**src/core_pkg.sv**
```systemverilog
package core_pkg;

    localparam int xlen = 32;

    typedef logic [31:0] pc_t;
    typedef logic [4:0] reg_addr_t;

    localparam pc_t start_addr = 32'h0000_0000;

    // base opcodes of the supported subset
    localparam logic [6:0] op_imm = 7'b0010011;
    localparam logic [6:0] op_reg = 7'b0110011;
    localparam logic [6:0] op_lui = 7'b0110111;
    localparam logic [6:0] op_branch = 7'b1100011;
    localparam logic [6:0] op_jal = 7'b1101111;
    localparam logic [6:0] op_system = 7'b1110011;

    // a7 service numbers and the exit code for bad instructions
    localparam logic [7:0] ecall_print = 8'd1;
    localparam logic [7:0] ecall_exit = 8'd93;
    localparam logic [7:0] exit_illegal = 8'hff;

    typedef struct packed {
        logic [6:0] funct7;
        reg_addr_t rs2;
        reg_addr_t rs1;
        logic [2:0] funct3;
        reg_addr_t rd;
        logic [6:0] opcode;
    } r_fmt_t;

    typedef struct packed {
        logic [11:0] imm;
        reg_addr_t rs1;
        logic [2:0] funct3;
        reg_addr_t rd;
        logic [6:0] opcode;
    } i_fmt_t;

    // branch offset bits are scattered around rs1/rs2
    typedef struct packed {
        logic imm12;
        logic [5:0] imm10_5;
        reg_addr_t rs2;
        reg_addr_t rs1;
        logic [2:0] funct3;
        logic [3:0] imm4_1;
        logic imm11;
        logic [6:0] opcode;
    } b_fmt_t;

    typedef struct packed {
        logic [19:0] imm;
        reg_addr_t rd;
        logic [6:0] opcode;
    } u_fmt_t;

    typedef struct packed {
        logic imm20;
        logic [9:0] imm10_1;
        logic imm11;
        logic [7:0] imm19_12;
        reg_addr_t rd;
        logic [6:0] opcode;
    } j_fmt_t;

    typedef union packed {
        r_fmt_t r_fmt;
        i_fmt_t i_fmt;
        b_fmt_t b_fmt;
        u_fmt_t u_fmt;
        j_fmt_t j_fmt;
    } inst_word_t;

    typedef enum logic [2:0] {
        alu_add,
        alu_sub,
        alu_and,
        alu_or,
        alu_xor,
        alu_pass_b
    } alu_op_t;

    typedef enum logic [1:0] {
        br_none,
        br_eq,
        br_ne,
        br_jal
    } branch_t;

    typedef struct packed {
        pc_t pc;
        logic epoch;
        inst_word_t inst;
    } fetch_item_t;

    typedef struct packed {
        pc_t pc;
        logic epoch;
        alu_op_t alu_op;
        logic [xlen-1:0] a;
        logic [xlen-1:0] b;
        branch_t branch;
        pc_t target;
        reg_addr_t rd;
        logic write_enable;
        logic ecall;
    } execute_op_t;

    typedef struct packed {
        logic valid;
        pc_t target;
    } jump_cmd_t;

    typedef struct packed {
        logic valid;
        reg_addr_t rd;
        logic [xlen-1:0] value;
    } writeback_t;

    typedef struct packed {
        logic [7:0] kind;
        logic [xlen-1:0] value;
    } ecall_cmd_t;

endpackage

```
**src/core_fetch.sv**
```systemverilog
`timescale 1ns/10ps

module core_fetch (
    input logic clk,
    input logic reset,
    input logic decode_ready,
    input core_pkg::jump_cmd_t jump,
    input logic halt,
    output logic inst_req_valid,
    output core_pkg::pc_t inst_req_addr,
    input logic inst_rsp_valid,
    input logic [31:0] inst_rsp_data,
    output logic fetch_valid,
    output core_pkg::fetch_item_t fetch_item
);

    core_pkg::pc_t pc;
    core_pkg::pc_t req_pc;
    logic pending;
    logic epoch;
    logic req_epoch;

    // one request in flight, and only if decode can take the answer
    assign inst_req_valid = decode_ready && !pending && !halt;
    assign inst_req_addr = pc;

    assign fetch_valid = pending && inst_rsp_valid;

    always_comb begin
        fetch_item.pc = req_pc;
        fetch_item.epoch = req_epoch;
        fetch_item.inst = inst_rsp_data;
    end

    always_ff @(posedge clk) begin
        if (reset) begin
            pc <= core_pkg::start_addr;
            pending <= 1'b0;
            epoch <= 1'b0;
        end else begin
            // memory latency is fixed at one cycle
            pending <= inst_req_valid;
            if (jump.valid) begin
                pc <= jump.target;
                epoch <= ~epoch;
            end else if (inst_req_valid) begin
                pc <= pc + 32'd4;
            end
        end
    end

    // a request made during a redirect keeps the old epoch
    always_ff @(posedge clk) begin
        if (inst_req_valid) begin
            req_pc <= pc;
            req_epoch <= epoch;
        end
    end

endmodule

```
**src/core_decode.sv**
```systemverilog
`timescale 1ns/10ps

module core_decode (
    input logic clk,
    input logic reset,
    input logic fetch_valid,
    input core_pkg::fetch_item_t fetch_item,
    output logic decode_ready,
    input core_pkg::jump_cmd_t jump,
    input core_pkg::writeback_t writeback,
    output logic issue_valid,
    output core_pkg::execute_op_t execute_op,
    input logic execute_ready
);

    logic item_valid;
    core_pkg::fetch_item_t item;
    logic epoch;
    logic [core_pkg::xlen-1:0] regs [1:31];
    logic [31:0] busy;
    logic [31:0] set_mask;
    logic [31:0] clear_mask;

    core_pkg::inst_word_t inst;
    logic [6:0] opcode;
    core_pkg::reg_addr_t rs1;
    core_pkg::reg_addr_t rs2;
    logic uses_rs1;
    logic uses_rs2;
    logic illegal;
    logic [core_pkg::xlen-1:0] rs1_value;
    logic [core_pkg::xlen-1:0] rs2_value;
    logic [core_pkg::xlen-1:0] imm_i;
    logic [core_pkg::xlen-1:0] imm_b;
    logic [core_pkg::xlen-1:0] imm_u;
    logic [core_pkg::xlen-1:0] imm_j;
    logic live;
    logic hazard;
    logic fire;

    assign inst = item.inst;
    assign opcode = inst.r_fmt.opcode;
    assign live = item_valid && (item.epoch == epoch);

    assign imm_i = {{20{inst.i_fmt.imm[11]}}, inst.i_fmt.imm};
    assign imm_b = {{19{inst.b_fmt.imm12}}, inst.b_fmt.imm12, inst.b_fmt.imm11,
                    inst.b_fmt.imm10_5, inst.b_fmt.imm4_1, 1'b0};
    assign imm_u = {inst.u_fmt.imm, 12'b0};
    assign imm_j = {{11{inst.j_fmt.imm20}}, inst.j_fmt.imm20, inst.j_fmt.imm19_12,
                    inst.j_fmt.imm11, inst.j_fmt.imm10_1, 1'b0};

    // ecall reads a0 and a7 instead of the encoded fields
    assign rs1 = (opcode == core_pkg::op_system) ? 5'd10 : inst.r_fmt.rs1;
    assign rs2 = (opcode == core_pkg::op_system) ? 5'd17 : inst.r_fmt.rs2;
    assign rs1_value = (rs1 == 5'd0) ? '0 : regs[rs1];
    assign rs2_value = (rs2 == 5'd0) ? '0 : regs[rs2];

    always_comb begin
        execute_op = '0;
        execute_op.pc = item.pc;
        execute_op.epoch = item.epoch;
        execute_op.rd = inst.r_fmt.rd;
        execute_op.a = rs1_value;
        execute_op.b = rs2_value;
        uses_rs1 = 1'b0;
        uses_rs2 = 1'b0;
        illegal = 1'b0;
        case (opcode)
            core_pkg::op_imm: begin
                uses_rs1 = 1'b1;
                execute_op.b = imm_i;
                execute_op.write_enable = (inst.i_fmt.rd != 5'd0);
                case (inst.i_fmt.funct3)
                    3'b100: execute_op.alu_op = core_pkg::alu_xor;
                    3'b110: execute_op.alu_op = core_pkg::alu_or;
                    3'b111: execute_op.alu_op = core_pkg::alu_and;
                    default: execute_op.alu_op = core_pkg::alu_add;
                endcase
            end
            core_pkg::op_reg: begin
                uses_rs1 = 1'b1;
                uses_rs2 = 1'b1;
                execute_op.write_enable = (inst.r_fmt.rd != 5'd0);
                case (inst.r_fmt.funct3)
                    3'b000: begin
                        execute_op.alu_op = inst.r_fmt.funct7[5] ?
                            core_pkg::alu_sub : core_pkg::alu_add;
                    end
                    3'b100: execute_op.alu_op = core_pkg::alu_xor;
                    3'b110: execute_op.alu_op = core_pkg::alu_or;
                    3'b111: execute_op.alu_op = core_pkg::alu_and;
                    default: illegal = 1'b1;
                endcase
            end
            core_pkg::op_lui: begin
                execute_op.alu_op = core_pkg::alu_pass_b;
                execute_op.b = imm_u;
                execute_op.write_enable = (inst.u_fmt.rd != 5'd0);
            end
            core_pkg::op_branch: begin
                uses_rs1 = 1'b1;
                uses_rs2 = 1'b1;
                execute_op.target = item.pc + imm_b;
                case (inst.b_fmt.funct3)
                    3'b000: execute_op.branch = core_pkg::br_eq;
                    3'b001: execute_op.branch = core_pkg::br_ne;
                    default: illegal = 1'b1;
                endcase
            end
            core_pkg::op_jal: begin
                // link value pc+4 comes out of the adder
                execute_op.a = item.pc;
                execute_op.b = 32'd4;
                execute_op.branch = core_pkg::br_jal;
                execute_op.target = item.pc + imm_j;
                execute_op.write_enable = (inst.j_fmt.rd != 5'd0);
            end
            core_pkg::op_system: begin
                if (inst.i_fmt.imm == 12'd0 && inst.i_fmt.funct3 == 3'd0) begin
                    execute_op.ecall = 1'b1;
                end else begin
                    illegal = 1'b1;
                end
            end
            default: illegal = 1'b1;
        endcase
        // anything unknown leaves as an exit call with a fault code
        if (illegal) begin
            uses_rs1 = 1'b0;
            uses_rs2 = 1'b0;
            execute_op.alu_op = core_pkg::alu_add;
            execute_op.branch = core_pkg::br_none;
            execute_op.write_enable = 1'b0;
            execute_op.ecall = 1'b1;
            execute_op.a = {{(core_pkg::xlen-8){1'b0}}, core_pkg::exit_illegal};
            execute_op.b = {{(core_pkg::xlen-8){1'b0}}, core_pkg::ecall_exit};
        end
    end

    assign hazard = (uses_rs1 && busy[rs1]) || (uses_rs2 && busy[rs2]) ||
                    (execute_op.ecall && (busy != 32'd0));
    // nothing issues in the redirect cycle, that item is on the wrong path
    assign issue_valid = live && !hazard && !jump.valid;
    assign fire = issue_valid && execute_ready;
    assign decode_ready = !live || fire;

    always_comb begin
        set_mask = 32'd0;
        clear_mask = 32'd0;
        if (fire && execute_op.write_enable) begin
            set_mask[execute_op.rd] = 1'b1;
        end
        if (writeback.valid) begin
            clear_mask[writeback.rd] = 1'b1;
        end
    end

    always_ff @(posedge clk) begin
        if (reset) begin
            item_valid <= 1'b0;
            epoch <= 1'b0;
            busy <= 32'd0;
        end else begin
            if (decode_ready) begin
                item_valid <= fetch_valid;
            end
            if (jump.valid) begin
                epoch <= ~epoch;
            end
            busy <= (busy & ~clear_mask) | set_mask;
        end
    end

    always_ff @(posedge clk) begin
        if (decode_ready) begin
            item <= fetch_item;
        end
        if (writeback.valid && writeback.rd != 5'd0) begin
            regs[writeback.rd] <= writeback.value;
        end
    end

endmodule

```
**src/core_execute.sv**
```systemverilog
`timescale 1ns/10ps

module core_execute (
    input logic clk,
    input logic reset,
    input logic issue_valid,
    input core_pkg::execute_op_t execute_op,
    output logic execute_ready,
    output core_pkg::writeback_t writeback,
    output core_pkg::jump_cmd_t jump,
    output logic ecall_valid,
    output core_pkg::ecall_cmd_t ecall_cmd,
    input logic ecall_ready
);

    logic op_valid;
    core_pkg::execute_op_t op;
    logic [core_pkg::xlen-1:0] result;
    logic taken;

    // an ecall sits in the op register until the ecall unit takes it
    assign execute_ready = !(op_valid && op.ecall) || ecall_ready;

    always_ff @(posedge clk) begin
        if (reset) begin
            op_valid <= 1'b0;
        end else if (execute_ready) begin
            op_valid <= issue_valid;
        end
    end

    always_ff @(posedge clk) begin
        if (execute_ready) begin
            op <= execute_op;
        end
    end

    always_comb begin
        case (op.alu_op)
            core_pkg::alu_add: result = op.a + op.b;
            core_pkg::alu_sub: result = op.a - op.b;
            core_pkg::alu_and: result = op.a & op.b;
            core_pkg::alu_or: result = op.a | op.b;
            core_pkg::alu_xor: result = op.a ^ op.b;
            core_pkg::alu_pass_b: result = op.b;
            default: result = '0;
        endcase
    end

    // not-taken is the fall-through path, so only taken branches redirect
    always_comb begin
        case (op.branch)
            core_pkg::br_eq: taken = (op.a == op.b);
            core_pkg::br_ne: taken = (op.a != op.b);
            core_pkg::br_jal: taken = 1'b1;
            default: taken = 1'b0;
        endcase
    end

    always_comb begin
        jump.valid = op_valid && taken;
        jump.target = op.target;
    end

    always_comb begin
        writeback.valid = op_valid && op.write_enable;
        writeback.rd = op.rd;
        writeback.value = result;
    end

    // a7 low byte selects the service, a0 is the argument
    always_comb begin
        ecall_valid = op_valid && op.ecall;
        ecall_cmd.kind = op.b[7:0];
        ecall_cmd.value = op.a;
    end

endmodule

```
**src/core_ecall_unit.sv**
```systemverilog
`timescale 1ns/10ps

module core_ecall_unit (
    input logic clk,
    input logic reset,
    input logic ecall_valid,
    input core_pkg::ecall_cmd_t ecall_cmd,
    output logic ecall_ready,
    output logic print_valid,
    output logic [7:0] print_data,
    input logic print_ready,
    output logic finished,
    output logic faulted,
    output logic halt
);

    logic done;
    logic accept;
    logic is_print;
    logic is_exit;

    assign done = finished || faulted;
    assign halt = done;

    // take a call once the character register drains, never after exit
    assign ecall_ready = !done && (!print_valid || print_ready);
    assign accept = ecall_valid && ecall_ready;

    assign is_print = (ecall_cmd.kind == core_pkg::ecall_print);
    assign is_exit = (ecall_cmd.kind == core_pkg::ecall_exit);

    always_ff @(posedge clk) begin
        if (reset) begin
            print_valid <= 1'b0;
            finished <= 1'b0;
            faulted <= 1'b0;
        end else begin
            if (print_valid && print_ready) begin
                print_valid <= 1'b0;
            end
            if (accept && is_print) begin
                print_valid <= 1'b1;
            end
            if (accept && is_exit) begin
                // zero exit code is a clean finish
                if (ecall_cmd.value == '0) begin
                    finished <= 1'b1;
                end else begin
                    faulted <= 1'b1;
                end
            end
        end
    end

    always_ff @(posedge clk) begin
        if (accept && is_print) begin
            print_data <= ecall_cmd.value[7:0];
        end
    end

endmodule

```
**src/core_top.sv**
```systemverilog
`timescale 1ns/10ps

module core_top (
    input logic clk,
    input logic reset,
    output logic inst_req_valid,
    output core_pkg::pc_t inst_req_addr,
    input logic inst_rsp_valid,
    input logic [31:0] inst_rsp_data,
    output logic print_valid,
    output logic [7:0] print_data,
    input logic print_ready,
    output logic finished,
    output logic faulted
);

    logic fetch_valid;
    logic decode_ready;
    core_pkg::fetch_item_t fetch_item;

    logic issue_valid;
    logic execute_ready;
    core_pkg::execute_op_t execute_op;

    core_pkg::jump_cmd_t jump;
    core_pkg::writeback_t writeback;

    logic ecall_valid;
    logic ecall_ready;
    core_pkg::ecall_cmd_t ecall_cmd;
    logic halt;

    core_fetch core_fetch_inst (
        .clk, .reset,
        .decode_ready, .jump, .halt,
        .inst_req_valid, .inst_req_addr,
        .inst_rsp_valid, .inst_rsp_data,
        .fetch_valid, .fetch_item
    );

    core_decode core_decode_inst (
        .clk, .reset,
        .fetch_valid, .fetch_item, .decode_ready,
        .jump, .writeback,
        .issue_valid, .execute_op, .execute_ready
    );

    core_execute core_execute_inst (
        .clk, .reset,
        .issue_valid, .execute_op, .execute_ready,
        .writeback, .jump,
        .ecall_valid, .ecall_cmd, .ecall_ready
    );

    core_ecall_unit core_ecall_unit_inst (
        .clk, .reset,
        .ecall_valid, .ecall_cmd, .ecall_ready,
        .print_valid, .print_data, .print_ready,
        .finished, .faulted, .halt
    );

endmodule

```
**config.mk**
```make
export PLATFORM = sky130hd
export DESIGN_NAME = core_top
export DESIGN_NICKNAME = d
export VERILOG_FILES = /design/src/core_pkg.sv /design/src/core_fetch.sv /design/src/core_decode.sv /design/src/core_execute.sv /design/src/core_ecall_unit.sv /design/src/core_top.sv
export SDC_FILE = /design/constraint.sdc
export NUM_CORES = 2
export LEC_CHECK = 0
export BUFFER_PORTS_ARGS = -buffer_cell sky130_fd_sc_hd__buf_4
export CELL_PAD_IN_SITES_DETAIL_PLACEMENT = 0
export CELL_PAD_IN_SITES_GLOBAL_PLACEMENT = 1
export CORE_AREA = 3 3 345 432
export CTS_CLUSTER_SIZE = 24
export DETAILED_ROUTE_END_ITERATION = 8
export DIE_AREA = 0 0 348 435
export PLACE_DENSITY_LB_ADDON = 0.3
export SLEW_MARGIN = 10
export SYNTH_ARGS = -nofsm -noshare
export SYNTH_HDL_FRONTEND = slang
export SYNTH_SLANG_ARGS = --single-unit
```
**constraint.sdc**
```tcl
create_clock -name clk -period 11.6 [get_ports clk]
set_input_delay 2.32 -clock clk [delete_from_list [all_inputs] [get_ports clk]]
set_output_delay 2.32 -clock clk [all_outputs]
set_load 0.01 [all_outputs]
```
==> metrics <==
kind of critical path=reg -> out; DR WL/cell=~33 µm; launch point of the worst path=core_decode_inst.inst[2]; global-route wire length before repair=around 380000 µm; post_cts resized=0; Mean Syn Cell Area=around 10 µm²; Core Box Area=around 150000 µm²; syn nets=about 6500; Biggest register=core_decode_inst.regs; max reg flops=992; number of synthesized register bits=around 1300; Die X=348 µm; Gate power share=0.170; DRT Pass-1 Iters=7; critical hold path startpoint=core_fetch_inst.req_pc[3]; Die H=435 µm; Sequential Power Share=0.456; power consumption=11.6 mW; Max IR drop VDD=0.128 mV; Max Fclk=approximately 0.13 GHz; max_cap viols=0; area grow syn2layout=11.2%; Root Buffer=clkbuf_16; post-synthesis cell type count=90; Yosys top cell area share=0.544; Max Clock Skew=29.1 ps; Finished Core Util=0.511; Sw Ratio=0.290; Final Max Tran Viols=0; asr flop ratio synth=0; clk sinks=approximately 1300; critical path arrival=around 5600 ps; EDFF count, synth=around 1200; ys flop type=edfxtp_1; part of the cycle the worst path needs=0.683; Post-synth top cells=nand2_1, edfxtp_1, clkbuf_1; Vias/cell=6.78; DP HPWL=157000 µm; Synth Area in Compound Gates=0.158; CTS clk-pin slew, worst paths=60 ps; final non-filler cell total=between 8000 and 9000; final worst path period need=between 7000 and 8000 ps; Cells after DPL=roughly 8000; Slew HR=0.0823; final wirelength=about 270000 µm; CP Max Fanout=36; hold_buf cts=0; Worst Hold Class=reg -> reg; Hold Violations, Final=0; Netlist Area Pre-Place=66600 µm²; post-route ant nets=0; largest family of logic cells by synthesized area=simple AND/OR/NAND/NOR gates; Initial Util=0.459; routability cong.=~0.9; Clk network pwr share=0.374; Clk Latency, worst-skew pair=790 ps; vias=between 50000 and 60000; Power Density=156 nW/µm²; I/O pin cnt=80; Worst Setup Start Kind=flip-flop; outcome=completed; GR Overflow Total=0; Post-Synth XOR/XNOR Area=0.00999; top-count cell post-synth=nand2_1; Worst Tran Pin Value=roughly 1400 ps; yosys warns=0; cell internal pwr=8.21 mW; post-CTS setup buffer count=0; crit end category=output pin; area of the die=151000 µm²; DR iter-0 viols=between 7000 and 8000; largest area contributor in the netlist=edfxtp_1; GRT Total Usage=0.347; Row Count=156; Pleak=~26 nW; NumNets Final=6425; Final Setup Violations=0; DRC=0; post-synthesis adder-cell area fraction=0.0246; post-synthesis cell count=about 6400; sequential area share after synthesis=0.565; reg-to-reg critical path startpoint=core_decode_inst.inst[2]; Max clock buf depth=3; multiplexer area fraction after synthesis=0.0417; TritonCTS Buffers=between 100 and 150; Worst Path Required=9280 ps; largest net degree at the start of global routing=160; share of cells above drive strength 1=0.107; CTS tree=done; RSZ-0062 raised after global routing=no; H-tree levels=4; simple-gate share of the synthesized area=0.163; hold_ws=417 ps; total negative slack=0 ps; vias in the first global route=53523; Area contributors post-synth=edfxtp_1, nand2_1, a21oi_1; port bufs=79; antenna violations before repair=10; Psw=between 3 and 4 mW
==> cells in the final DEF, fill, tap and decap left out, types with 21 or more instances in the layout <==
cell type	n
nand2_1	1345
edfxtp_1	1206
a21oi_1	336
nand3_1	311
o21ai_0	275
nor2_1	250
buf_4	245
a311oi_1	178
and3_1	166
inv_1	147
mux2i_1	146
clkbuf_16	142
nor3_1	127
ha_1	126
a221oi_1	114
mux2_2	93
a31oi_1	87
a211oi_1	80
dfxtp_1	72
xnor2_1	56
o211ai_1	47
a222oi_1	44
nor2_4	40
o22ai_1	40
a22oi_1	34
a21o_1	34
nor4_1	33
o221ai_1	32
or3_1	31
nor2b_1	29
clkbuf_1	27
clkinv_1	26
a221o_1	25
clkinv_2	23
nand2b_1	21
==> area by class of cell <==
| class | instances | area [µm²] |
|---|---|---|
| Multi-Input combinational cell | 4443 | 27200 |
| Clock inverter | 68 | 608 |
| Sequential cell | 1278 | 37700 |
| Antenna cell | 8 | 20.0 |
| Timing Repair Buffer | 251 | 1960 |
| Fill cell | 12827 | 71000 |
| Tap cell | 1896 | 2370 |
| Clock buffer | 172 | 3700 |
| Inverter | 151 | 574 |
==> path summary, 6_finish.rpt <==
path / to / slack [ps] / cells past startpoint
max reg2reg: core_execute_inst.ecall_cmd[30] / 5570 / 11
min: core_decode_inst.execute_op[112] / 420 / 0
min reg2reg: core_decode_inst.execute_op[112] / 420 / 0
max: inst_req_valid / 3680 / 10
==> worst max-delay path, stage by stage (launching register included) <==
cell and delay [ps]:
edfxtp_1 490, nand4bb_1 750, o21ai_4 950, buf_4 660
o2111ai_1 200, and3_1 200, o41ai_1 800, o41ai_4 190
nand2_1 230, inv_1 160, buf_4 180
==> metal layers <==
metal	up-vias	routed length (µm)	GRT usage	part of all wire
met5	-	41	0	0.00015
met4	6	20300	0.223	0.075
met3	858	29100	0.0730	0.11
met2	3669	121000	0.541	0.45
met1	27810	99200	0.438	0.37
li1	23742	-	-	-
==> cell families after synthesis <==
kind of cell,Yosys count
AND/OR/NAND/NOR,2462
flip-flops,1278
buffers and inverters,653
XOR/XNOR,76
adder cells (fa/ha/maj),129
multiplexers,251
AO/OA/AOI/OAI,1525
==> per-stage QoR <==
step / instance area [µm²] / setup WS, ps
2_1_floorplan: 66600 / 1000
3_3_place_gp: 69700 / 4520
3_5_place_dp: 69700 / 4490
4_1_cts: 74000 / 3760
5_1_grt: 74000 / 3590
6_report: 74100 / 3680
==> power by group through the flow <==
stage | clock network (mW) | logic [mW] | registers [mW]
after global routing | 4.54 | 2.05 | 5.28
final | 4.33 | 1.96 | 5.28
after detailed placement | 0 | 1.89 | 5.37
after global placement | 0 | 1.88 | 5.37
after CTS | 4.35 | 1.90 | 5.28
after floorplan | 0 | 1.14 | 5.33
Power figures use the tool's default switching activity.
